$ cat config.mk
export PLATFORM = sky130hd
export DESIGN_NAME = l2_write_top
export DESIGN_NICKNAME = d
export VERILOG_FILES = /design/src/l2_write_pkg.sv /design/src/write_ctrl.sv /design/src/write_buffer.sv /design/src/write_arbiter.sv /design/src/l2_write_top.sv
export VERILOG_INCLUDE_DIRS = /design/src /design/src/src
export SDC_FILE = /design/constraint.sdc
export NUM_CORES = 1
export LEC_CHECK = 0
export BUFFER_PORTS_ARGS = -buffer_cell sky130_fd_sc_hd__buf_2
export CORE_MARGIN = 8
export CORE_UTILIZATION = 56
export DETAILED_ROUTE_END_ITERATION = 10
export PLACE_DENSITY_LB_ADDON = 0.2
export SLEW_MARGIN = 0
export SYNTH_ARGS = -nofsm -noshare
export SYNTH_HDL_FRONTEND = slang
export SYNTH_SLANG_ARGS = --single-unit
$ cat constraint.sdc
create_clock -name clk -period 18.72 [get_ports clk]
set_clock_uncertainty 0.15 [all_clocks]
set_input_delay 1.872 -clock clk [delete_from_list [all_inputs] [get_ports clk]]
set_output_delay 1.872 -clock clk [all_outputs]
set_load 0.01 [all_outputs]
$ cat src/l2_write_defines.svh
`ifndef L2_WRITE_DEFINES_SVH
`define L2_WRITE_DEFINES_SVH

// byte address and memory beat widths
`define L2W_ADDR_W 32
`define L2W_DATA_W 32

// log2 of words per line
`define L2W_OFFSET_W 2
`define L2W_LINE_WORDS (1 << `L2W_OFFSET_W)
`define L2W_LINE_W (`L2W_LINE_WORDS * `L2W_DATA_W)

// burst encoding for full 32-bit beats
`define L2W_BURST_SIZE 3'd2
`define L2W_LEN_W 8
`define L2W_SIZE_W 3
`define L2W_STRB_W (`L2W_DATA_W / 8)

`endif

$ cat src/l2_write_pkg.sv
package l2_write_pkg;

    // write path states shared by controller, arbiter and top
    typedef enum logic [4:0] {
        IDLE   = 5'd0,
        DMA_AW = 5'd1,
        DMA_W  = 5'd2,
        DMA_R  = 5'd3,
        WRT_W  = 5'd4
    } wr_state_e;

    // eviction buffer phases
    typedef enum logic [1:0] {
        BUF_EMPTY = 2'd0,
        BUF_ADDR  = 2'd1,
        BUF_DATA  = 2'd2,
        BUF_RESP  = 2'd3
    } buf_phase_e;

endpackage

$ cat src/write_ctrl.sv
module write_ctrl (
    input  logic                    clk,
    input  logic                    rstn,
    input  logic                    dma_req,
    input  logic                    busy,
    input  logic                    waddr_ok,
    input  logic                    wready,
    input  logic                    bvalid,
    output l2_write_pkg::wr_state_e state
);

    always_ff @(posedge clk) begin
        if (!rstn) begin
            state <= l2_write_pkg::IDLE;
        end else begin
            case (state)
                l2_write_pkg::IDLE: begin
                    // a running burst goes first to keep memory order
                    if (busy) begin
                        state <= l2_write_pkg::WRT_W;
                    end else if (dma_req) begin
                        state <= l2_write_pkg::DMA_AW;
                    end
                end
                l2_write_pkg::WRT_W: begin
                    if (!busy) begin
                        state <= l2_write_pkg::IDLE;
                    end
                end
                l2_write_pkg::DMA_AW: begin
                    if (waddr_ok) begin
                        state <= l2_write_pkg::DMA_W;
                    end
                end
                l2_write_pkg::DMA_W: begin
                    if (wready) begin
                        state <= l2_write_pkg::DMA_R;
                    end
                end
                l2_write_pkg::DMA_R: begin
                    // buffer may be loaded meanwhile and drains from IDLE
                    if (bvalid) begin
                        state <= l2_write_pkg::IDLE;
                    end
                end
                default: begin
                    state <= l2_write_pkg::IDLE;
                end
            endcase
        end
    end

    // response wait is only left on bvalid
    a_dma_r_hold: assert property (
        @(posedge clk) disable iff (!rstn)
        (state == l2_write_pkg::DMA_R && !bvalid) |=> (state == l2_write_pkg::DMA_R)
    );

endmodule

$ cat src/write_buffer.sv
`include "l2_write_defines.svh"

module write_buffer (
    input  logic                   clk,
    input  logic                   rstn,
    input  logic                   line_req,
    input  logic [`L2W_ADDR_W-1:0] line_addr,
    input  logic [`L2W_LINE_W-1:0] line_data,
    input  logic                   buf_waddr_ok,
    input  logic                   buf_wready,
    input  logic                   buf_bvalid,
    output logic                   line_ok,
    output logic                   busy,
    output logic [`L2W_ADDR_W-1:0] buf_waddr,
    output logic [`L2W_DATA_W-1:0] buf_wdata,
    output logic                   buf_wvalid,
    output logic                   buf_wwvalid,
    output logic                   buf_wlast,
    output logic                   buf_bready
);

    // byte offset bits within one line
    localparam int ALIGN_W = `L2W_OFFSET_W + $clog2(`L2W_DATA_W / 8);
    localparam logic [`L2W_ADDR_W-1:0] OFFSET_MASK = (1 << ALIGN_W) - 1;
    localparam logic [`L2W_OFFSET_W-1:0] LAST_BEAT = '1;

    l2_write_pkg::buf_phase_e phase;
    logic [`L2W_OFFSET_W-1:0] beat;
    logic [`L2W_ADDR_W-1:0]   addr_q;
    logic [`L2W_LINE_W-1:0]   line_q;

    // accept only when empty and release the cache in the same cycle
    assign line_ok = line_req && (phase == l2_write_pkg::BUF_EMPTY);
    assign busy    = (phase != l2_write_pkg::BUF_EMPTY);

    assign buf_waddr   = addr_q;
    assign buf_wdata   = line_q[beat * `L2W_DATA_W +: `L2W_DATA_W];
    assign buf_wvalid  = (phase == l2_write_pkg::BUF_ADDR);
    assign buf_wwvalid = (phase == l2_write_pkg::BUF_DATA);
    assign buf_wlast   = (phase == l2_write_pkg::BUF_DATA) && (beat == LAST_BEAT);
    assign buf_bready  = (phase == l2_write_pkg::BUF_RESP);

    always_ff @(posedge clk) begin
        if (!rstn) begin
            phase <= l2_write_pkg::BUF_EMPTY;
            beat  <= '0;
        end else begin
            case (phase)
                l2_write_pkg::BUF_EMPTY: begin
                    if (line_req) begin
                        phase <= l2_write_pkg::BUF_ADDR;
                        beat  <= '0;
                    end
                end
                l2_write_pkg::BUF_ADDR: begin
                    if (buf_waddr_ok) begin
                        phase <= l2_write_pkg::BUF_DATA;
                    end
                end
                l2_write_pkg::BUF_DATA: begin
                    // lowest word first and the counter wraps back to zero
                    if (buf_wready) begin
                        beat <= beat + 1'b1;
                        if (beat == LAST_BEAT) begin
                            phase <= l2_write_pkg::BUF_RESP;
                        end
                    end
                end
                l2_write_pkg::BUF_RESP: begin
                    if (buf_bvalid) begin
                        phase <= l2_write_pkg::BUF_EMPTY;
                    end
                end
                default: begin
                    phase <= l2_write_pkg::BUF_EMPTY;
                end
            endcase
        end
    end

    // line payload aligned to the line boundary
    always_ff @(posedge clk) begin
        if (line_ok) begin
            addr_q <= line_addr & ~OFFSET_MASK;
            line_q <= line_data;
        end
    end

    // first beat of a burst carries wlast only for one-word lines
    a_wlast_final: assert property (
        @(posedge clk) disable iff (!rstn)
        $rose(buf_wwvalid) |-> (buf_wlast == (`L2W_LINE_WORDS == 1))
    );

    // beat and its payload held until the slave takes it
    a_wwvalid_hold: assert property (
        @(posedge clk) disable iff (!rstn)
        (buf_wwvalid && !buf_wready) |=>
            (buf_wwvalid && $stable(buf_wdata) && $stable(buf_wlast))
    );

    // the accepted last beat hands over to the response phase
    a_last_to_resp: assert property (
        @(posedge clk) disable iff (!rstn)
        (buf_wwvalid && buf_wready && buf_wlast) |=> (buf_bready && !buf_wwvalid)
    );

endmodule

$ cat src/write_arbiter.sv
`include "l2_write_defines.svh"

module write_arbiter (
    input  logic                    clk,
    input  logic                    rstn,
    input  l2_write_pkg::wr_state_e state,
    // cache request
    input  logic                    req,
    input  logic [`L2W_ADDR_W-1:0]  addr,
    input  logic [`L2W_LINE_W-1:0]  line,
    input  logic [`L2W_SIZE_W-1:0]  size,
    input  logic [`L2W_STRB_W-1:0]  wstrb,
    input  logic                    dma_sign,
    // buffer side
    input  logic [`L2W_ADDR_W-1:0]  buf_waddr,
    input  logic [`L2W_DATA_W-1:0]  buf_wdata,
    input  logic                    buf_wvalid,
    input  logic                    buf_wwvalid,
    input  logic                    buf_wlast,
    input  logic                    buf_bready,
    input  logic                    line_ok,
    // memory ready and response
    input  logic                    waddr_ok,
    input  logic                    wready,
    input  logic                    bvalid,
    output logic                    dma_req,
    output logic                    line_req,
    output logic [`L2W_ADDR_W-1:0]  line_addr,
    output logic [`L2W_LINE_W-1:0]  line_data,
    output logic                    addr_ok,
    output logic                    buf_waddr_ok,
    output logic                    buf_wready,
    output logic                    buf_bvalid,
    output logic [`L2W_ADDR_W-1:0]  waddr,
    output logic [`L2W_DATA_W-1:0]  wdata,
    output logic                    wvalid,
    output logic                    wwvalid,
    output logic                    wlast,
    output logic                    bready,
    output logic [`L2W_LEN_W-1:0]   len,
    output logic [`L2W_SIZE_W-1:0]  wsize,
    output logic [`L2W_STRB_W-1:0]  mem_wstrb
);

    localparam int BURST_LEN = `L2W_LINE_WORDS - 1;

    // direct write captured during its address phase
    logic [`L2W_STRB_W-1:0] dma_strb_q;
    logic [`L2W_ADDR_W-1:0] dma_addr_q;
    logic [`L2W_DATA_W-1:0] dma_data_q;

    assign dma_req   = req && dma_sign;
    assign line_addr = addr;
    assign line_data = line;

    always_comb begin
        line_req     = 1'b0;
        addr_ok      = 1'b0;
        buf_waddr_ok = 1'b0;
        buf_wready   = 1'b0;
        buf_bvalid   = 1'b0;
        waddr        = '0;
        wdata        = '0;
        wvalid       = 1'b0;
        wwvalid      = 1'b0;
        wlast        = 1'b0;
        bready       = 1'b0;
        len          = '0;
        wsize        = '0;
        mem_wstrb    = '0;
        case (state)
            l2_write_pkg::IDLE, l2_write_pkg::WRT_W: begin
                // buffer owns all three channels
                line_req     = req && !dma_sign;
                addr_ok      = line_ok;
                len          = BURST_LEN[`L2W_LEN_W-1:0];
                wsize        = `L2W_BURST_SIZE;
                mem_wstrb    = '1;
                waddr        = buf_waddr;
                wdata        = buf_wdata;
                wvalid       = buf_wvalid;
                wwvalid      = buf_wwvalid;
                wlast        = buf_wlast;
                bready       = buf_bready;
                buf_waddr_ok = waddr_ok;
                buf_wready   = wready;
                buf_bvalid   = bvalid;
            end
            l2_write_pkg::DMA_AW: begin
                waddr     = addr;
                wvalid    = 1'b1;
                wsize     = size;
                mem_wstrb = wstrb;
            end
            l2_write_pkg::DMA_W: begin
                // cache released together with the data beat
                addr_ok   = dma_req && wready;
                waddr     = dma_addr_q;
                wdata     = dma_data_q;
                wwvalid   = 1'b1;
                wlast     = 1'b1;
                wsize     = size;
                mem_wstrb = dma_strb_q;
            end
            l2_write_pkg::DMA_R: begin
                // an eviction may be taken while the response is pending
                line_req  = req && !dma_sign;
                addr_ok   = line_ok;
                waddr     = dma_addr_q;
                wdata     = dma_data_q;
                bready    = 1'b1;
                mem_wstrb = dma_strb_q;
            end
            default: begin
                line_req = 1'b0;
            end
        endcase
    end

    always_ff @(posedge clk) begin
        if (state == l2_write_pkg::DMA_AW) begin
            dma_strb_q <= wstrb;
            dma_addr_q <= addr;
            dma_data_q <= line[`L2W_DATA_W-1:0];
        end
    end

    // address valid from either source held until memory takes it
    a_wvalid_hold: assert property (
        @(posedge clk) disable iff (!rstn)
        (wvalid && !waddr_ok) |=> wvalid
    );

endmodule

$ cat src/l2_write_top.sv
`include "l2_write_defines.svh"

module l2_write_top (
    input  logic                   clk,
    input  logic                   rstn,
    // cache side
    input  logic                   req,
    input  logic [`L2W_ADDR_W-1:0] addr,
    input  logic [`L2W_LINE_W-1:0] line,
    input  logic [`L2W_SIZE_W-1:0] size,
    input  logic [`L2W_STRB_W-1:0] wstrb,
    input  logic                   dma_sign,
    output logic                   addr_ok,
    // memory address channel
    output logic [`L2W_ADDR_W-1:0] waddr,
    output logic                   wvalid,
    output logic [`L2W_LEN_W-1:0]  len,
    output logic [`L2W_SIZE_W-1:0] wsize,
    output logic [`L2W_STRB_W-1:0] mem_wstrb,
    input  logic                   waddr_ok,
    // memory data channel
    output logic [`L2W_DATA_W-1:0] wdata,
    output logic                   wwvalid,
    output logic                   wlast,
    input  logic                   wready,
    // memory response channel
    input  logic                   bvalid,
    output logic                   bready
);

    l2_write_pkg::wr_state_e state;

    logic                   dma_req;
    logic                   line_req;
    logic                   line_ok;
    logic                   busy;
    logic [`L2W_ADDR_W-1:0] line_addr;
    logic [`L2W_LINE_W-1:0] line_data;
    logic [`L2W_ADDR_W-1:0] buf_waddr;
    logic [`L2W_DATA_W-1:0] buf_wdata;
    logic                   buf_wvalid;
    logic                   buf_wwvalid;
    logic                   buf_wlast;
    logic                   buf_bready;
    logic                   buf_waddr_ok;
    logic                   buf_wready;
    logic                   buf_bvalid;

    write_ctrl u_ctrl (
        .clk      (clk),
        .rstn     (rstn),
        .dma_req  (dma_req),
        .busy     (busy),
        .waddr_ok (waddr_ok),
        .wready   (wready),
        .bvalid   (bvalid),
        .state    (state)
    );

    write_arbiter u_arb (
        .clk          (clk),
        .rstn         (rstn),
        .state        (state),
        .req          (req),
        .addr         (addr),
        .line         (line),
        .size         (size),
        .wstrb        (wstrb),
        .dma_sign     (dma_sign),
        .buf_waddr    (buf_waddr),
        .buf_wdata    (buf_wdata),
        .buf_wvalid   (buf_wvalid),
        .buf_wwvalid  (buf_wwvalid),
        .buf_wlast    (buf_wlast),
        .buf_bready   (buf_bready),
        .line_ok      (line_ok),
        .waddr_ok     (waddr_ok),
        .wready       (wready),
        .bvalid       (bvalid),
        .dma_req      (dma_req),
        .line_req     (line_req),
        .line_addr    (line_addr),
        .line_data    (line_data),
        .addr_ok      (addr_ok),
        .buf_waddr_ok (buf_waddr_ok),
        .buf_wready   (buf_wready),
        .buf_bvalid   (buf_bvalid),
        .waddr        (waddr),
        .wdata        (wdata),
        .wvalid       (wvalid),
        .wwvalid      (wwvalid),
        .wlast        (wlast),
        .bready       (bready),
        .len          (len),
        .wsize        (wsize),
        .mem_wstrb    (mem_wstrb)
    );

    write_buffer u_buf (
        .clk          (clk),
        .rstn         (rstn),
        .line_req     (line_req),
        .line_addr    (line_addr),
        .line_data    (line_data),
        .buf_waddr_ok (buf_waddr_ok),
        .buf_wready   (buf_wready),
        .buf_bvalid   (buf_bvalid),
        .line_ok      (line_ok),
        .busy         (busy),
        .buf_waddr    (buf_waddr),
        .buf_wdata    (buf_wdata),
        .buf_wvalid   (buf_wvalid),
        .buf_wwvalid  (buf_wwvalid),
        .buf_wlast    (buf_wlast),
        .buf_bready   (buf_bready)
    );

endmodule

==> flow_metrics.tcl, run 1 <==
set metrics [dict create \
    grtUsageMet3 0.0502 \
    crit_family "buffers and inverters" \
    end_kind "output port" \
    gp_congestion 0.797 \
    synth_edf_count 224 \
    overflow 0 \
    drv_slew 0 \
    placed_cell_area_mm2 0.0107 \
    cpPeakStageDelay_ns 0.75 \
    grt_pass1_wl_mm 32.2 \
    cts_sinks 231 \
    pin_count 258 \
    p_per_area_mw_per_mm2 141 \
    crit_path_max_fanout 78 \
    cp_common_cell "buf_2" \
    seq_area_frac_synth 0.743 \
    leakagePower_nw 4.38 \
    fp-row-count 47 \
    min-delay-start "u_buf.phase[1]$_SDFFE_PN0P_" \
    cts_root_buf "clkbuf_16" \
    status "complete, no violations" \
    avgSynthCellArea_um2 17.3 \
    final_nets 964 \
    design_area_mm2 0.0115 \
    start_kind "input port" \
    vias_per_cell 5.53 \
    yosys_warnings 0 \
    area_delta_synth_final_pct 24.0 \
    critPathSlowestCell "buf_4" \
    fin_crit_sh 0.296 \
    ys_async_sr_fraction 0 \
    crit_start "req" \
    netlist_instances 535 \
    arrival_ns 3.52 \
    die_x_um 145 \
    dp.final_hpwl_mm 14.2 \
    antenna_found_initial 1 \
    relSlewSlack 0.118 \
    die_area_mm2 0.0209 \
    path_buf_inv 3 \
    grtUsageTotal 0.201 \
    cts_tree "yes" \
    cts_buffers 24 \
    hold_path.class "flop to flop" \
    worst_pin_slew_ns 1.32 \
    ys_types 40 \
    final_util 0.702 \
    drtPass1Iterations 5 \
    fin_setup_tns_ns 0 \
    drc 0 \
    synth.cell_area_mm2 0.00925 \
    setup_ws_ns 13.18 \
    cts_max_level 1 \
    timing.fmax_mhz 180 \
    path_clk_slew_ns 0.06 \
    crit_type "input port to output port" \
    fill_cells 1149 \
    start_util 0.566 \
    busiest_layer "met2" \
    r2r_start "u_ctrl.state[0]$_SDFFE_PN0P_" \
    vias 5655 \
    pre_cts_slack_ns 13.17 \
    mostFrequentLayoutCell "buf_2" \
    mostFrequentLayoutCells "buf_2, edfxtp_1, a22o_1" \
    drt_iter0_drc 390 \
    grt_max_degree 81 \
    post_cts_buffers 0 \
    die_h_um 145 \
    cts_resized 0 \
    met1_usage 0.241 \
    drt_wl_total_mm 21.5 \
    met2_usage 0.350 \
    postCtsHoldBufs 0 \
    crit_chain "buf_2, nor2b_1, o21ai_1, nor2_4, buf_4, a41o_1, buf_2" \
    wl_per_cell_um 21.0 \
    setup_violations 0 \
    cts.path.max_buffers 3 \
    core-area_mm2 0.0163 \
    whs_ns 0.365 \
    rsz0062_at_grt "false" \
    finalHoldViolCount 0 \
    irDropWorstVdd_uv 92.0 \
    critPathRequiredTime_ns 16.70 \
    synth_top_flop_cell "edfxtp_1" \
    clock_latency_ns 0.50 \
    drive_gt1_frac 0.423 \
    ys_seq_elements 231 \
    portBuffers 251 \
    maxCapViolations 0 \
    ant_nets 0 \
    grt_pass1_vias 6077 \
    fin_crit_ns 5.54 \
]
==> per-stage QoR <==
| stage | total power (W) | cells |
|---|---|---|
| finish | 0.00162 | 1023 |
| global route | 0.00169 | 1023 |
| CTS | 0.00163 | 1022 |
| detailed placement | 0.00115 | 978 |
| global placement | 0.00114 | 978 |
| floorplan | 0.00101 | 540 |
==> cells by family (layout without fill, tap and decap cells) <==
kind of cell | count (synthesis) | after routing | synth area share
AND/OR/NAND/NOR | 86 | 86 | 0.0484
AO/OA/AOI/OAI | 119 | 119 | 0.0865
other | 1 | 7 | 0.000406
adder cells (fa/ha/maj) | 7 | 7 | 0.00920
buffers and inverters | 53 | 315 | 0.0287
flip-flops | 231 | 231 | 0.743
multiplexers | 37 | 37 | 0.0833
XOR/XNOR | 1 | 1 | 0.000947
==> state kept, by name (all words and copies together), names as in the netlist <==
signal            count
u_buf.line_q        128
u_arb.dma_addr_q     32
u_arb.dma_data_q     32
u_buf.buf_waddr      28
u_arb.dma_strb_q      4
u_ctrl.state          3
u_buf.beat            2
u_buf.phase           2
==> synthesized netlist by cell type (2+ instances only) <==
cell type    n  area (um2)
buf_2       13        65.1
dfxtp_1      7         140
buf_6        2        22.5
buf_4        9        67.6
o21ai_0     33         165
clkbuf_1    17        63.8
a31oi_1      2        12.5
a22o_1      40         350
edfxtp_1   224        6730
mux2i_1      5        50.1
a21oi_1     32         160
mux4_2      32         721
nand2_1     36         135
a21o_1       2        15.0
ha_1         6        75.1
and2_1       2        12.5
nor2b_1     33         206
nor3b_1      3        22.5
o22ai_1      2        12.5
o221ai_1     2        17.5
inv_1       10        37.5
nor2_1       5        18.8
==> where the power goes <==
part           internal [W]  total, W  switching, W  leakage, nW
Sequential         0.000698  0.000729     0.0000309         2.12
Clock              0.000294  0.000478      0.000185        0.398
Combinational      0.000160  0.000409      0.000249         1.85
==> path summary, 6_finish.rpt <==
| check | endpoint | slack (ns) | depth (start not counted) |
|---|---|---|---|
| max | addr_ok | 13.18 | 7 |
| min reg2reg | u_buf.phase[1]$_SDFFE_PN0P_ | 0.37 | 2 |
| min | u_buf.phase[1]$_SDFFE_PN0P_ | 0.37 | 2 |
| max reg2reg | u_buf.line_q[102]$_DFFE_PP_ | 14.93 | 6 |
==> cell type report <==
class,instances,area (um2),area share
inverter,12,46.3,0.00404
timing repair buffer,259,1320,0.115
antenna,1,2.50,0.000218
tap,220,275,0.0240
clock inverter,10,124,0.0108
sequential,231,6870,0.599
clock buffer,34,679,0.0592
multi-input combinational,256,2160,0.188
==> metal layers <==
metal  share of wire  wire length (um)
met5               0                 0
met4           0.023               504
met3           0.082              1760
met2            0.51             11000
met1            0.38              8220
==> tightest hold or removal path, cell delays in order, from the launching register on <==
cell and delay (ns):
dfxtp_1 0.34, nand2_1 0.07, mux2i_1 0.06
Note: power is estimated with default switching activity, not from simulation.
==> run 2, diff against run 1 <==
--- a/config.mk
+++ b/config.mk
@@ -6,9 +6,10 @@
 export SDC_FILE = /design/constraint.sdc
 export NUM_CORES = 1
 export LEC_CHECK = 0
+export ABC_AREA = 1
 export BUFFER_PORTS_ARGS = -buffer_cell sky130_fd_sc_hd__buf_2
 export CORE_MARGIN = 8
-export CORE_UTILIZATION = 56
+export CORE_UTILIZATION = 47
 export DETAILED_ROUTE_END_ITERATION = 10
 export PLACE_DENSITY_LB_ADDON = 0.2
 export SLEW_MARGIN = 0
==> constraint.sdc (replaced) <==
create_clock -name clk -period 4.65 [get_ports clk]
set_clock_uncertainty 0.15 [all_clocks]
set_input_delay 0.465 -clock clk [delete_from_list [all_inputs] [get_ports clk]]
set_output_delay 0.465 -clock clk [all_outputs]
set_load 0.01 [all_outputs]
==> run 2 against run 1 <==
Hold slack worse by 0.35 ns. Core utilization down 4.4 points. Count of clock-buffer cells in the layout down 2. Final cell count up 34%. Flip-flop and latch count unchanged. Final area up 11%. Via count up 24%.
==> flow_metrics.tcl, run 2 <==
set metrics [dict create \
    pin_count 258 \
    synthXorXnorAreaFrac 0 \
    maxCapViolations 0 \
    r2r_start "u_ctrl.state[0]$_SDFFE_PN0P_" \
    crit_path_max_fanout 40 \
    power_w 0.00694 \
    area_delta_synth_final_pct 37.6 \
    drive_gt1_frac 0.270 \
    yosys-mux-area-fraction 0 \
    path_clk_slew_ns 0.06 \
    overflow 0 \
    drc 0 \
    synth_fa_ha_area_frac 0.00809 \
    timing.fmax_mhz 305 \
    fp-row-count 51 \
    ys_types 28 \
    netlist_instances 704 \
    crit_start "u_ctrl.state[1]$_SDFFE_PN0P_" \
    dp.final_hpwl_mm 14.4 \
    grt_pass1_vias 7090 \
    seq_area_frac_synth 0.740 \
    grtUsageTotal 0.199 \
    drtPass1Iterations 5 \
    ant_nets 0 \
    end_kind "output port" \
    cts.path.max_buffers 3 \
    p_int_w 0.00459 \
    leakagePower_nw 5.25 \
    gp_congestion 0.788 \
    comb_power_share 0.345 \
    worst_pin_slew_ns 0.991 \
    final_nets 1263 \
    core-area_mm2 0.0194 \
    top_register "u_buf.line_q" \
    drv_slew 0 \
    synth_commonest_cells "edfxtp_1, nand2_1, nand3_1" \
    grt_pass1_wl_mm 38.5 \
    crit_type "flop to output port" \
    synth_top_flop_cell "edfxtp_1" \
    cts_tree "yes" \
    synthTopCellsByArea "edfxtp_1, nand2_1, a22o_1, a22oi_1, nand3_1" \
    die_x_um 156 \
    fin_crit_ns 3.28 \
    reg2reg_setup_slack_ns 1.84 \
    wl_per_cell_um 18.4 \
    synth_top_family_by_area "simple AND/OR/NAND/NOR gates" \
    synth.top_cell.area_share 0.725 \
    yosys_warnings 0 \
    cts_resized 0 \
    avgSynthCellArea_um2 13.2 \
    yosysTopAreaCell "edfxtp_1" \
    hold_path.class "input port to flop" \
    cts_root_buf "clkbuf_16" \
    portBuffers 251 \
    grt_max_degree 85 \
    power.switching_w 0.00235 \
    cts_sinks 231 \
    critPathRequiredTime_ns 4.03 \
    yosysMostFrequentCell "edfxtp_1" \
    fin_setup_tns_ns 0 \
    cts_buffers 24 \
    drt_iter0_drc 537 \
    cts_max_level 1 \
    switching_share 0.339 \
    vias 7035 \
    p_per_area_mw_per_mm2 543 \
    die_h_um 156 \
    clock_power_share 0.247 \
    vias_per_cell 5.14 \
    die_area_mm2 0.0245 \
    worstRegToRegCells 6 \
    synth.cell_area_mm2 0.00928 \
    start_kind "flop" \
    drt_wl_total_mm 25.1 \
    mostFrequentLayoutCells "buf_2, edfxtp_1, nand2_1" \
    arrival_ns 2.66 \
    endpoint "waddr[9]" \
    setup_violations 0 \
    clock_latency_ns 0.51 \
    antenna_found_initial 2 \
    top_regs "u_buf.line_q: 128 flops, u_arb.dma_addr_q: 32 flops, u_arb.dma_data_q: 32 flops" \
    synth_edf_count 224 \
    seq_power_share 0.409 \
    ys_async_sr_fraction 0 \
    r2r-end "u_buf.line_q[17]$_DFFE_PP_" \
    status "complete, no violations" \
    largest_reg_flops 128 \
    mostFrequentLayoutCell "buf_2" \
    synth_compound_area_frac 0.0881 \
    irDropWorstVdd_uv 413 \
    rsz0062_at_grt "false" \
    fin_crit_sh 0.704 \
    ys_seq_elements 231 \
    finalHoldViolCount 0 \
    synthSimpleGateAreaFrac 0.126 \
    relSlewSlack 0.339 \
    start_util 0.478 \
]
## run 2: what timing repair did
item / CTS / global route
hold buffers: 129 / 8
buffers inserted: 0 / 0
hold endpoints to repair: 156 / 12
## run 2: final cells by class
cell class	instances	area (um2)
Timing Repair Buffer	396	2700
Multi-Input combinational cell	411	2080
Fill cell	1447	6640
Antenna cell	3	7.51
Sequential cell	231	6870
Inverter	19	78.8
Clock buffer	32	652
Tap cell	265	332
Clock inverter	11	43.8
## run 2: logic make-up (layout without fill, tap and decap cells)
| group | Yosys count | count (layout) |
|---|---|---|
| simple gates | 289 | 289 |
| fa+ha+maj | 6 | 6 |
| flops | 231 | 231 |
| other cells | 1 | 9 |
| compound gates | 110 | 110 |
| buf+inv | 67 | 458 |
## run 2: worst max-delay path: stages, from the launching register on
cell	delay (ns)
dfxtp_1	0.40
inv_2	0.07
nor2_4	0.64
buf_4	0.55
a22oi_1	0.18
nand2_1	0.15
buf_2	0.14
## run 2: stage by stage
step / utilization / std cells / area [um2] / setup slack, ns / hold slack (ns)
after CTS: 0.653 / 1357 / 12700 / 1.30 / 0.000578
final: 0.658 / 1368 / 12800 / 1.37 / 0.0143
after global placement: 0.551 / 1185 / 10700 / 1.85 / 0.380
after floorplan: - / 709 / 9300 / 0.0688 / 0.353
after detailed placement: 0.551 / 1185 / 10700 / 1.81 / 0.392
after global routing: 0.658 / 1367 / 12800 / 1.15 / 0.000000999
## run 2: power by group through the flow
stage / combinational [W] / clock (W) / sequential, W
6_report: 0.00239 / 0.00171 / 0.00283
5_1_grt: 0.00264 / 0.00183 / 0.00286
4_1_cts: 0.00240 / 0.00175 / 0.00283
3_5_place_dp: 0.00231 / 0 / 0.00287
3_3_place_gp: 0.00230 / 0 / 0.00286
2_1_floorplan: 0.00148 / 0 / 0.00288
## run 2: worst min-delay path by stage
stage | slack [ns] | cells past startpoint | startpoint | end
after floorplan | 0.35 | 2 | u_buf.phase[1]$_SDFFE_PN0P_ | u_buf.phase[1]$_SDFFE_PN0P_
after global placement | 0.38 | 2 | u_buf.phase[1]$_SDFFE_PN0P_ | u_buf.phase[1]$_SDFFE_PN0P_
after detailed placement | 0.39 | 2 | u_ctrl.state[1]$_SDFFE_PN0P_ | u_ctrl.state[1]$_SDFFE_PN0P_
after CTS | 0.0006 | 1 | line[32] | u_buf.line_q[32]$_DFFE_PP_
after global routing | 0.000001 | 1 | line[5] | u_buf.line_q[5]$_DFFE_PP_
final | 0.01 | 1 | addr[23] | u_buf.buf_waddr[23]$_DFFE_PP_
## run 2: layer usage
| metal | part of all wire | global-route usage |
|---|---|---|
| met1 | 0.40 | 0.250 |
| met3 | 0.089 | 0.0505 |
| met5 | 0 | 0 |
| met2 | 0.49 | 0.332 |
| met4 | 0.023 | 0.0604 |
==> run 3, diff against run 2 <==
--- a/config.mk
+++ b/config.mk
@@ -9,7 +9,7 @@
 export ABC_AREA = 1
 export BUFFER_PORTS_ARGS = -buffer_cell sky130_fd_sc_hd__buf_2
 export CORE_MARGIN = 8
-export CORE_UTILIZATION = 47
+export CORE_UTILIZATION = 52
 export DETAILED_ROUTE_END_ITERATION = 10
 export PLACE_DENSITY_LB_ADDON = 0.2
 export SLEW_MARGIN = 0
==> constraint.sdc (replaced) <==
create_clock -name clk -period 3.21 [get_ports clk]
set_clock_uncertainty 0.15 [all_clocks]
set_input_delay 0.321 -clock clk [delete_from_list [all_inputs] [get_ports clk]]
set_output_delay 0.321 -clock clk [all_outputs]
set_load 0.01 [all_outputs]
==> run 3 against run 2 <==
Core utilization up 7.9 points. Final cell count down 0.51%. Power up 47%. Die area down 8.7%. Routed wire length up 4.1%. Global-route usage up 2.9 points. Count of clock-buffer cells in the layout down 2. Via count up 2.7%. Flip-flop and latch count unchanged. Combinational power up 50%. Largest power group unchanged.
==> flow_metrics.tcl, run 3 (synthesis results as in run 2) <==
set metrics [dict create \
    status "complete, no violations" \
    cts_sinks 231 \
    crit_path_max_fanout 65 \
    clock_latency_ns 0.50 \
    irDropWorstVdd_uv 654 \
    area_delta_synth_final_pct 40.8 \
    critPathRequiredTime_ns 2.74 \
    rsz0062_at_grt "false" \
    drc 0 \
    overflow 0 \
    grt_pass1_vias 7538 \
    whs_ns 0.158 \
    final_cell_count_no_fill 1361 \
    grtUsageTotal 0.228 \
    cpPeakStageDelay_ns 0.58 \
    placed_cell_area_mm2 0.0107 \
    hold_path.class "input port to flop" \
    dp.final_hpwl_mm 14.5 \
    end_kind "output port" \
    drt_wl_total_mm 26.2 \
    p_per_area_mw_per_mm2 779 \
    die_h_um 150 \
    worstRegToRegCells 4 \
    vias_per_cell 5.31 \
    cts_root_buf "clkbuf_16" \
    finalHoldViolCount 0 \
    maxCapViolations 0 \
    largest_reg_flops 128 \
    power_w 0.0102 \
    mostFrequentLayoutCell "buf_2" \
    portBuffers 251 \
    design_area_mm2 0.0131 \
    fp-row-count 49 \
    endpoint "wdata[15]" \
    grt_pass1_wl_mm 40.1 \
    r2r_start "u_ctrl.state[2]$_SDFFE_PN0P_" \
    dp_cells 1154 \
    path_clk_slew_ns 0.06 \
    top_register "u_buf.line_q" \
    top_regs "u_buf.line_q: 128 flops, u_arb.dma_addr_q: 32 flops, u_arb.dma_data_q: 32 flops" \
    worst_pin_slew_ns 0.769 \
    cp.depth 5 \
    drtPass1Iterations 5 \
    start_kind "flop" \
    setup_violations 0 \
    path_buf_inv 2 \
    cts.path.max_buffers 3 \
    die_area_mm2 0.0224 \
    cts_resized 0 \
    core-area_mm2 0.0177 \
    drt_iter0_drc 563 \
    crit_family "buffers and inverters" \
    relSlewSlack 0.488 \
    crit_chain "buf_4, nand2_1, a31oi_1, a22o_1, buf_2" \
    critPathSlowestCell "buf_4" \
    pin_count 258 \
    mostFrequentLayoutCells "buf_2, edfxtp_1, nand2_1" \
    fill_cells 1084 \
    leakagePower_nw 5.39 \
    fin_crit_ns 2.74 \
    antenna_found_initial 2 \
    die_x_um 150 \
    grt_max_degree 95 \
    reg2reg_setup_slack_ns 1.01 \
    fin_crit_sh 0.854 \
    timing.fmax_mhz 365 \
    post_cts_buffers 0 \
    crit_type "flop to output port" \
    cts_tree "yes" \
    drv_slew 0 \
    arrival_ns 2.27 \
    wl_per_cell_um 19.2 \
    final_nets 1295 \
    start_util 0.524 \
    crit_start "u_buf.beat[0]$_SDFFE_PN0P_" \
    cts_buffers 23 \
    drive_gt1_frac 0.273 \
    gp_congestion 0.808 \
    cts_max_level 1 \
    vias 7226 \
    ant_nets 0 \
    fin_setup_tns_ns 0 \
    r2r-end "u_arb.dma_data_q[27]$_DFFE_PN_" \
]
run 3: power breakdown:
| part | internal, W | switching [W] |
|---|---|---|
| Combinational | 0.00134 | 0.00226 |
| Sequential | 0.00396 | 0.000155 |
| Clock | 0.00140 | 0.00106 |
run 3: worst min-delay path by stage:
stage          cells after the start                       endpoint  slack [ns]  startpoint
3_3_place_gp                       1    u_buf.line_q[124]$_DFFE_PP_        0.35   line[124]
5_1_grt                            6   u_ctrl.state[0]$_SDFFE_PN0P_        0.19    waddr_ok
2_1_floorplan                      0  u_arb.dma_addr_q[0]$_DFFE_PN_        0.27     addr[0]
6_report                           6     u_buf.beat[0]$_SDFFE_PN0P_        0.16      wready
3_5_place_dp                       1    u_buf.line_q[114]$_DFFE_PP_        0.35   line[114]
4_1_cts                            6     u_buf.beat[0]$_SDFFE_PN0P_        0.14      wready
run 3: area by class of cell:
class | count | area (um2) | share of cell area
antenna | 1 | 2.50 | 0.000192
clock buffer | 30 | 602 | 0.0461
clock inverter | 11 | 81.3 | 0.00623
inverter | 19 | 77.6 | 0.00594
multi-input combinational | 411 | 2100 | 0.161
sequential | 231 | 6870 | 0.526
tap | 229 | 287 | 0.0219
timing repair buffer | 429 | 3040 | 0.233
run 3: routing by layer:
metal / vias to the layer above / wire length, um / global-route usage
met3: 59 / 2520 / 0.0575
met2: 367 / 12900 / 0.380
li1: 3374 / - / -
met4: 2 / 746 / 0.0772
met5: - / 13 / 0
met1: 3424 / 9990 / 0.284
run 3: repair_timing:
item	in CTS	in global routing
hold buffers	165	0
endpoints found under the hold margin	231	0
endpoints found under the setup margin	0	0
run 3: worst reg2reg max path, cell delays in order, from the launching register on:
cell and delay (ns):
dfxtp_1 0.33, inv_1 0.14, nand3_1 0.22, inv_4 0.62, buf_4 0.42
run 3: stage by stage:
stage / setup slack (ns) / utilization
6_report: 0.468 / 0.737
5_1_grt: 0.294 / 0.737
4_1_cts: 0.487 / 0.737
3_5_place_dp: 0.996 / 0.605
3_3_place_gp: 1.03 / 0.605
2_1_floorplan: -0.412 / -
